<file path="config.mk">
export PLATFORM = sky130hd
export DESIGN_NAME = pcgen_top
export DESIGN_NICKNAME = d
export VERILOG_FILES = /design/src/pcgen_pkg.sv /design/src/pcgen_abort_fsm.sv /design/src/pcgen_fetch_mask_fsm.sv /design/src/pcgen_fetch_addr_mux.sv /design/src/pcgen_cur_pc_unit.sv /design/src/pcgen_top.sv
export VERILOG_INCLUDE_DIRS = /design/src
export SDC_FILE = /design/constraint.sdc
export NUM_CORES = 1
export LEC_CHECK = 0
export ABC_CLOCK_PERIOD_IN_PS = 1600
export BUFFER_PORTS_ARGS = -buffer_cell sky130_fd_sc_hd__buf_2
export CORE_AREA = 2 2 142 144
export DETAILED_ROUTE_END_ITERATION = 6
export DIE_AREA = 0 0 144 146
export GPL_ROUTABILITY_DRIVEN = 0
export GPL_TIMING_DRIVEN = 0
export HOLD_SLACK_MARGIN = 0.02
export PLACE_DENSITY = 0.59
export SYNTH_ARGS = -nofsm -noshare
export SYNTH_HDL_FRONTEND = slang
export SYNTH_HIERARCHICAL = 1
export SYNTH_SLANG_ARGS = --single-unit
</file>
<file path="constraint.sdc">
create_clock -name misc_clk -period 1.6 [get_ports misc_clk]
set_input_delay 0.08 -clock misc_clk [delete_from_list [all_inputs] [get_ports misc_clk]]
set_output_delay 0.08 -clock misc_clk [all_outputs]
set_load 0.02 [all_outputs]
</file>
<file path="src/pcgen_defines.svh">
// pc generator sizing constants
// widths of the stored pc and of the instruction bus read data,
// plus the value the current pc takes out of reset

`ifndef PCGEN_DEFINES_SVH
`define PCGEN_DEFINES_SVH

// ~~~~~~~~~~~~~~~~~~~~~~~~~~~~~~~~~~~~~~~~
// pc sizing
// ~~~~~~~~~~~~~~~~~~~~~~~~~~~~~~~~~~~~~~~~

`define PCGEN_PC_W   31                        // holds address bits 31 to 1
`define PCGEN_PC_RST {`PCGEN_PC_W{1'b0}}      // boot fetch starts at address zero

// ~~~~~~~~~~~~~~~~~~~~~~~~~~~~~~~~~~~~~~~~
// instruction bus
// ~~~~~~~~~~~~~~~~~~~~~~~~~~~~~~~~~~~~~~~~

`define PCGEN_IBUS_W 32                        // read data word, carries a vector entry pc

`endif

</file>
<file path="src/pcgen_pkg.sv">
// pc generator package
// pc word type and the state encodings of the abort and fetch-mask FSMs

`include "pcgen_defines.svh"

package pcgen_pkg;

  // one stored program counter, byte bit dropped
  typedef logic [`PCGEN_PC_W-1:0] pc_t;

  // delayed change of flow, waits for the instruction bus to drain
  typedef enum logic {
    abort_idle      = 1'b0,
    abort_wait_idle = 1'b1
  } abort_state_e;

  // fast branch outstanding until it retires
  typedef enum logic {
    mask_idle   = 1'b0,
    mask_active = 1'b1
  } mask_state_e;

endpackage

</file>
<file path="src/pcgen_abort_fsm.sv">
// pc generator abort FSM
// holds a delayed change of flow until the instruction bus is idle,
// stalling the pipeline meanwhile, then fires the abort fetch

`timescale 1ns/1ps

module pcgen_abort_fsm
  import pcgen_pkg::*;
(
  input  logic misc_clk,
  input  logic cpurst_b,
  input  logic br_chgflw_vld,
  input  logic rte_chgflw_vld,
  input  logic flush_chgflw_vld,
  input  logic exit_dbg,
  input  logic vector_chgflw_vld,
  input  logic ibus_idle,
  input  logic retire_mask,
  output logic wait_idle,
  output logic abort_fetch,
  output logic ctrl_stall,
  output logic vector_expt_taken
);

  abort_state_e cur_state;
  abort_state_e next_state;
  logic         delay_chgflw;
  logic         wait_trig;

  assign delay_chgflw = rte_chgflw_vld || flush_chgflw_vld || exit_dbg || vector_chgflw_vld;
  assign wait_trig    = delay_chgflw && !br_chgflw_vld;  // a fast branch goes out directly

  always_ff @(posedge misc_clk or negedge cpurst_b)
  begin
    if (!cpurst_b)
      cur_state <= abort_idle;
    else
      cur_state <= next_state;
  end

  always_comb
  begin
    next_state = cur_state;
    case (cur_state)
      abort_idle:
        if (wait_trig)
          next_state = abort_wait_idle;
      abort_wait_idle:
        if (ibus_idle)
          next_state = abort_idle;  // fetch issued this cycle
      default:
        next_state = abort_idle;
    endcase
  end

  assign wait_idle         = (cur_state == abort_wait_idle);
  assign abort_fetch       = wait_idle && ibus_idle;
  assign ctrl_stall        = wait_idle && !retire_mask;
  assign vector_expt_taken = (cur_state == abort_idle);

  // an abort fetch only follows a queued delayed change of flow
  a_abort_after_trig: assert property (@(posedge misc_clk) disable iff (!cpurst_b)
    abort_fetch |-> $past(wait_trig || wait_idle));

endmodule

</file>
<file path="src/pcgen_fetch_mask_fsm.sv">
// pc generator fetch-mask FSM
// blocks further fast-branch fetches while an earlier fast branch has
// not retired, and forms the instruction fetch strobe

`timescale 1ns/1ps

module pcgen_fetch_mask_fsm
  import pcgen_pkg::*;
(
  input  logic misc_clk,
  input  logic cpurst_b,
  input  logic br_chgflw_vld,
  input  logic retire,
  input  logic flush,
  input  logic abort_fetch,
  input  logic ibus_idle,
  output logic inst_fetch,
  output logic ibus_idle_out
);

  mask_state_e cur_state;
  mask_state_e next_state;
  logic        mask_trig;
  logic        fetch_mask;

  assign mask_trig = br_chgflw_vld && !retire;  // branch retiring now leaves nothing pending

  always_ff @(posedge misc_clk or negedge cpurst_b)
  begin
    if (!cpurst_b)
      cur_state <= mask_idle;
    else if (flush)
      cur_state <= mask_idle;  // flush beats everything
    else
      cur_state <= next_state;
  end

  always_comb
  begin
    next_state = cur_state;
    case (cur_state)
      mask_idle:
        if (mask_trig)
          next_state = mask_active;
      mask_active:
        if (retire)
          next_state = mask_idle;
      default:
        next_state = mask_idle;
    endcase
  end

  assign fetch_mask    = (cur_state == mask_active);
  assign ibus_idle_out = ibus_idle || fetch_mask;  // no new fetch can be in flight
  assign inst_fetch    = abort_fetch || (br_chgflw_vld && !fetch_mask);

  // the mask never survives a flush
  a_flush_clears_mask: assert property (@(posedge misc_clk) disable iff (!cpurst_b)
    flush |=> !fetch_mask);

endmodule

</file>
<file path="src/pcgen_fetch_addr_mux.sv">
// pc generator fetch address select
// picks the next instruction fetch address for the fast path, with the
// current pc taking over while a delayed change of flow is pending

`timescale 1ns/1ps

module pcgen_fetch_addr_mux
  import pcgen_pkg::*;
(
  input  logic branch_sel,
  input  logic jmp_sel,
  input  logic vector_ibus_req,
  input  logic wait_idle,
  input  pc_t  add_pc,
  input  pc_t  reg_pc,
  input  pc_t  cur_pc,
  output pc_t  fetch_addr
);

  pc_t  inc_pc;
  logic cur_sel;

  // the branch unit adder already holds pc plus instruction size
  assign inc_pc  = add_pc;
  assign cur_sel = wait_idle || vector_ibus_req;  // refetch from the held pc

  // ~~~~~~~~~~~~~~~~~~~~~~~~~~~~~~~~~~~~~~~~
  // priority select
  // ~~~~~~~~~~~~~~~~~~~~~~~~~~~~~~~~~~~~~~~~

  always_comb
  begin
    if (cur_sel)
      fetch_addr = cur_pc;
    else if (branch_sel)
      fetch_addr = add_pc;  // taken conditional branch
    else if (jmp_sel)
      fetch_addr = reg_pc;  // register jump target
    else
      fetch_addr = inc_pc;
  end

  // branch unit raises at most one target select per cycle
  always_comb
  begin
    a_one_branch_sel: assert (!(branch_sel && jmp_sel))
      else $error("branch_sel and jmp_sel both high");
  end

endmodule

</file>
<file path="src/pcgen_cur_pc_unit.sv">
// pc generator current pc register
// selects the delayed-path address, applies the writeback overrides
// and updates the current pc when an update is valid

`timescale 1ns/1ps

`include "pcgen_defines.svh"

module pcgen_cur_pc_unit
  import pcgen_pkg::*;
(
  input  logic                     misc_clk,
  input  logic                     cpurst_b,
  input  logic                     normal_retire,
  input  logic                     exit_dbg,
  input  logic                     rte_sel,
  input  logic                     rte_pc_sel_had,
  input  logic                     vector_buf_vbr,
  input  logic                     vector_cur_pc_vld,
  input  logic                     curpc_update,
  input  logic                     switch_ld_pc,
  input  pc_t                      fetch_addr,
  input  pc_t                      had_pc,
  input  pc_t                      epc,
  input  pc_t                      vector_enter_addr,
  input  pc_t                      fast_retire_load_pc,
  input  pc_t                      pc_updt_val,
  input  logic [`PCGEN_IBUS_W-1:0] ibus_data,
  output pc_t                      cur_pc,
  output pc_t                      retire_updt_pc
);

  logic updt_vld;
  logic sel_had;
  logic sel_vec;
  logic sel_ibus;
  logic sel_epc;
  logic delay_sel;
  pc_t  delay_addr;
  pc_t  pre_wb_pc;
  pc_t  next_pc;

  // ~~~~~~~~~~~~~~~~~~~~~~~~~~~~~~~~~~~~~~~~
  // update enable
  // ~~~~~~~~~~~~~~~~~~~~~~~~~~~~~~~~~~~~~~~~

  assign updt_vld = normal_retire
                 || exit_dbg
                 || vector_cur_pc_vld
                 || vector_buf_vbr
                 || curpc_update
                 || switch_ld_pc;

  // ~~~~~~~~~~~~~~~~~~~~~~~~~~~~~~~~~~~~~~~~
  // delayed path
  // ~~~~~~~~~~~~~~~~~~~~~~~~~~~~~~~~~~~~~~~~

  assign sel_had  = exit_dbg || (rte_sel && rte_pc_sel_had);  // return into debug pc
  assign sel_vec  = vector_buf_vbr;
  assign sel_ibus = vector_cur_pc_vld;  // entry pc read from the vector table
  assign sel_epc  = rte_sel && !rte_pc_sel_had;

  assign delay_addr = ({`PCGEN_PC_W{sel_had}}  & had_pc)
                    | ({`PCGEN_PC_W{sel_vec}}  & vector_enter_addr)
                    | ({`PCGEN_PC_W{sel_ibus}} & ibus_data[`PCGEN_IBUS_W-1:1])
                    | ({`PCGEN_PC_W{sel_epc}}  & epc);

  assign delay_sel = updt_vld && (sel_had || sel_vec || sel_ibus || sel_epc);

  assign retire_updt_pc = updt_vld ? fetch_addr : cur_pc;
  assign pre_wb_pc      = delay_sel ? delay_addr : retire_updt_pc;

  // writeback knows the real pc after a fast-retired load or a switch
  always_comb
  begin
    if (curpc_update)
      next_pc = fast_retire_load_pc;
    else if (switch_ld_pc)
      next_pc = pc_updt_val;
    else
      next_pc = pre_wb_pc;
  end

  always_ff @(posedge misc_clk or negedge cpurst_b)
  begin
    if (!cpurst_b)
      cur_pc <= `PCGEN_PC_RST;
    else if (updt_vld)
      cur_pc <= next_pc;
  end

  // writeback never drives both overrides in one cycle
  a_one_wb_override: assert property (@(posedge misc_clk) disable iff (!cpurst_b)
    !(curpc_update && switch_ld_pc));

endmodule

</file>
<file path="src/pcgen_top.sv">
// pc generator top level
// connects the abort FSM, fetch-mask FSM, fetch address select
// and current pc register of the in-order core

`timescale 1ns/1ps

`include "pcgen_defines.svh"

module pcgen_top
  import pcgen_pkg::*;
(
  input  logic                     misc_clk,
  input  logic                     cpurst_b,
  input  logic                     br_chgflw_vld,
  input  logic                     rte_chgflw_vld,
  input  logic                     flush_chgflw_vld,
  input  logic                     exit_dbg,
  input  logic                     vector_chgflw_vld,
  input  logic                     ibus_idle,
  input  logic                     retire_mask,
  input  logic                     retire,
  input  logic                     flush,
  input  logic                     branch_sel,
  input  logic                     jmp_sel,
  input  logic                     vector_ibus_req,
  input  pc_t                      add_pc,
  input  pc_t                      reg_pc,
  input  logic                     normal_retire,
  input  logic                     rte_sel,
  input  logic                     rte_pc_sel_had,
  input  logic                     vector_buf_vbr,
  input  logic                     vector_cur_pc_vld,
  input  logic                     curpc_update,
  input  logic                     switch_ld_pc,
  input  pc_t                      had_pc,
  input  pc_t                      epc,
  input  pc_t                      vector_enter_addr,
  input  pc_t                      fast_retire_load_pc,
  input  pc_t                      pc_updt_val,
  input  logic [`PCGEN_IBUS_W-1:0] ibus_data,
  output logic                     data_fetch,
  output pc_t                      fetch_addr,
  output logic                     inst_fetch,
  output logic                     ctrl_stall,
  output pc_t                      cur_pc,
  output pc_t                      retire_updt_pc,
  output logic                     ibus_idle_out,
  output logic                     vector_expt_taken
);

  logic wait_idle;
  logic abort_fetch;

  assign data_fetch = vector_ibus_req;  // vector table read uses the instruction bus

  pcgen_abort_fsm i_abort_fsm (
    .misc_clk          (misc_clk),
    .cpurst_b          (cpurst_b),
    .br_chgflw_vld     (br_chgflw_vld),
    .rte_chgflw_vld    (rte_chgflw_vld),
    .flush_chgflw_vld  (flush_chgflw_vld),
    .exit_dbg          (exit_dbg),
    .vector_chgflw_vld (vector_chgflw_vld),
    .ibus_idle         (ibus_idle),
    .retire_mask       (retire_mask),
    .wait_idle         (wait_idle),
    .abort_fetch       (abort_fetch),
    .ctrl_stall        (ctrl_stall),
    .vector_expt_taken (vector_expt_taken)
  );

  pcgen_fetch_mask_fsm i_fetch_mask_fsm (
    .misc_clk      (misc_clk),
    .cpurst_b      (cpurst_b),
    .br_chgflw_vld (br_chgflw_vld),
    .retire        (retire),
    .flush         (flush),
    .abort_fetch   (abort_fetch),
    .ibus_idle     (ibus_idle),
    .inst_fetch    (inst_fetch),
    .ibus_idle_out (ibus_idle_out)
  );

  pcgen_fetch_addr_mux i_fetch_addr_mux (
    .branch_sel      (branch_sel),
    .jmp_sel         (jmp_sel),
    .vector_ibus_req (vector_ibus_req),
    .wait_idle       (wait_idle),
    .add_pc          (add_pc),
    .reg_pc          (reg_pc),
    .cur_pc          (cur_pc),
    .fetch_addr      (fetch_addr)
  );

  pcgen_cur_pc_unit i_cur_pc_unit (
    .misc_clk            (misc_clk),
    .cpurst_b            (cpurst_b),
    .normal_retire       (normal_retire),
    .exit_dbg            (exit_dbg),
    .rte_sel             (rte_sel),
    .rte_pc_sel_had      (rte_pc_sel_had),
    .vector_buf_vbr      (vector_buf_vbr),
    .vector_cur_pc_vld   (vector_cur_pc_vld),
    .curpc_update        (curpc_update),
    .switch_ld_pc        (switch_ld_pc),
    .fetch_addr          (fetch_addr),
    .had_pc              (had_pc),
    .epc                 (epc),
    .vector_enter_addr   (vector_enter_addr),
    .fast_retire_load_pc (fast_retire_load_pc),
    .pc_updt_val         (pc_updt_val),
    .ibus_data           (ibus_data),
    .cur_pc              (cur_pc),
    .retire_updt_pc      (retire_updt_pc)
  );

endmodule

</file>
==> impl_metrics.py <==
metrics = {
    "run_status": {
        "status": "complete, but fails checks",
        "violations": "DRC, setup timing",
    },
    "logic_synthesis": {
        "avgSynthCellArea_um2": 7.623,
        "synthAdderAreaFrac_pct": 0,
        "ys.warnings.count": 6,
        "synth_compound_area_share_pct": 37.19,
        "synthSimpleGateAreaFrac_pct": 22.52,
        "synth_area_um2": 3789,
        "synthCells": 497,
        "synth.ff_latch_count": 33,
        "syn_nets": 767,
        "ys_seq_area_share_pct": 21.80,
        "synth_top_family_by_area": "compound AO/OA/AOI/OAI gates",
        "synth.distinct_cells": 33,
        "synth_mux_area_share_pct": 8.190,
        "yosys.area_share.xor_xnor_pct": 0,
    },
    "timing": {
        "post-route-period-util_pct": 115.7,
        "setup_ws_ns": -0.2520,
        "clock_skew_ns": 0.002981,
        "finalMaxSlewViolations": 0,
        "period_needed_ns": 1.852,
        "worstMarginPinSlew_ns": 1.265,
        "max_freq_ghz": 0.5400,
        "hold_viol_final": 0,
        "rsz0062_at_grt": "yes",
        "finalSetupViolCount": 71,
        "slew_headroom_pct": 14.89,
        "finalHoldWorstSlack_ns": 0.03856,
        "setup_tns_ns": -9.209,
    },
    "drt": {
        "drt-initial-drc-count": 812,
        "drcViolationCount": 13,
        "vias": 6131,
        "ant_nets": 0,
        "avgViaCountPerCell": 5.213,
        "wl_per_cell_um": 21.60,
        "routed_wl_mm": 25.40,
        "dr.pass1.iters": 7,
    },
    "grt": {
        "grt_pass1_vias": 5992,
        "grt_max_degree": 34,
        "gr-total-overflow": 0,
        "antenna_found_initial": 0,
        "grt_pass1_wl_mm": 35.71,
        "grt_usage_pct": 22.72,
    },
    "setup_path": {
        "cpPeakStageDelay_ns": 0.37,
        "crit_path_end_kind": "output port",
        "crit_fanout": 10,
        "cp_data_required_time_ns": 1.52,
        "cp_num_buf_inv": 3,
        "timing.rr.start": "i_abort_fsm/wait_idle",
        "criticalPathCategory": "reg -> out",
        "cp-start-kind": "flop",
        "slowest_stage": "dfrtp_1",
        "cp-startpoint": "i_abort_fsm/wait_idle",
        "path_cells": "or2_4 > buf_12 > buf_12 > o21ai_2 > nand2_1 > nand2_1 > buf_4",
        "path_delay_family": "buffers and inverters",
        "arrival_ns": 1.77,
    },
    "floorplan": {
        "dieArea_um2": 21020,
        "rows": 51,
        "coreArea_um2": 19330,
        "ios": 368,
        "fp.dieH_um": 146,
        "initial_core_util_pct": 19.59,
        "die_x_um": 144,
    },
    "clock_network": {
        "cts_tree": "done",
        "clkLatencyLatePin_ns": 0.29,
        "numCtsBuffers": 5,
        "clock_sinks": 33,
        "clockRootBuffer": "clkbuf_16",
        "htree_levels": 2,
        "clkTransAtPathRegs_ns": 0.06,
        "cts_max_path_buffers": 2,
    },
    "power": {
        "p_per_area_nw_per_um2": 709.6,
        "p_leak_uw": 0.003611,
        "ir_drop_v": 0.0003107,
    },
    "min_path": {
        "hp-class": "in -> reg",
        "min_from": "pc_updt_val[21]",
    },
    "finish": {
        "final_util_pct": 37.90,
        "area_growth_pct": 93.40,
        "fin_cells": 1176,
        "drive_gt1_share_pct": 59.23,
        "fin_nets": 1179,
    },
    "placed_design": {
        "place_ws_ns": -0.6956,
        "portBuffers": 363,
        "dp_cells": 1125,
        "hpwl_mm": 19.32,
    },
    "run": {
        "maxCapViolCount": 0,
    },
}
synthesized netlist by cell type, drive strengths merged:
library cell	number	area share (%)
a32o	5	1.3
nor4	4	1.2
and3	25	4.1
a311o	1	0.26
a21oi	10	1.3
inv	14	1.4
a21o	2	0.40
a31o	5	1.2
dfrtp	33	22
nor3	1	0.26
a222oi	57	15
or2	4	0.66
clkbuf	30	3.0
or4	1	0.20
or3	1	0.30
nor2b	2	0.53
buf	24	5.9
mux2i	31	8.2
o21ai	37	4.9
o31ai	26	7.7
o22ai	31	5.1
nand2	147	15
nor2	5	0.50
and2	1	0.17
per-stage QoR:
step | cell area (µm²) | total power [µW]
after detailed placement | 6047 | 3460
after global placement | 6047 | 3451
final | 7327 | 5199
after floorplan | 3899 | 2406
after CTS | 6918 | 4926
after global routing | 7325 | 5471
per-layer routing:
metal  vias up  part of all wire [%]  global-route usage, %
li1       2759                     -                      -
met1      2936                    41                  30.20
met2       397                    49                  38.24
met3        39                   8.5                  3.356
met4         0                   1.7                  6.029
met5         -                     0                      0
sequential cells by signal, summed over array words and instances, names as in the netlist:
name	cells
i_fetch_mask_fsm/cur_state	1
i_cur_pc_unit/cur_pc	31
i_abort_fsm/wait_idle	1
layout by cell type (no fill, tap or decap), drive strengths merged:
cell type,instances
clkbuf,36
nor4,4
a31o,5
or4,1
o21ai,37
o31ai,26
o22ai,31
or2,4
dfrtp,33
a311o,1
a21oi,10
mux2i,31
a222oi,57
and2,1
and3,25
nor2,5
a32o,5
nor2b,2
or3,1
nand2,147
nor3,1
buf,413
a21o,2
inv,14
diode,1
dlygate4sd3,18
worst register-to-register path, delay by kind of cell (launching register included):
kind            cells  cell delay, ns
simple gates        1            0.26
flops               1            0.37
buf+inv             3            0.39
compound gates      4            0.73
repair_timing:
item / in CTS / in global routing
buffers inserted: 8 / 17
cloned: 2 / 0
resized for setup: 148 / 82
hold endpoints to repair: 49 / 0
hold buffers: 18 / 0
pin swaps: 17 / 25
endpoints found under the setup margin: 93 / 86
path summary, 6_finish.rpt:
path                                                 end  slack [ns]  depth (start not counted)
max in group asynchronous       i_cur_pc_unit/cur_pc[27]        0.54                          2
worst max register to register  i_cur_pc_unit/cur_pc[23]       -0.23                          8
min in group asynchronous       i_cur_pc_unit/cur_pc[18]        0.47                          2
worst min register to register   i_cur_pc_unit/cur_pc[0]        0.59                          2
worst max-delay path                  retire_updt_pc[14]       -0.25                          7
worst min-delay path            i_cur_pc_unit/cur_pc[21]        0.04                          3
cells by family after synthesis:
family | after synthesis
simple gates | 191
compound gates | 174
buf+inv | 68
flops | 33
mux | 31
report_power, final:
| part | switching (µW) | leakage [µW] | internal (µW) |
|---|---|---|---|
| combinational | 1720 | 0.00316 | 1450 |
| clock | 393 | 0.0000652 | 580 |
| sequential | 126 | 0.000384 | 927 |
| total | 2240 | 0.00361 | 2960 |
cell type report:
type	count	area [µm²]
flip-flops and latches	33	825.8
inverters	14	52.55
plain buffers	51	439.2
repair buffers	408	2509
diodes	1	2.502
multi-input cells	396	3030
clock buffers	8	136.4
fillers	2063	12010
well taps	265	331.6
No activity file was read; power rests on OpenSTA's default activity.
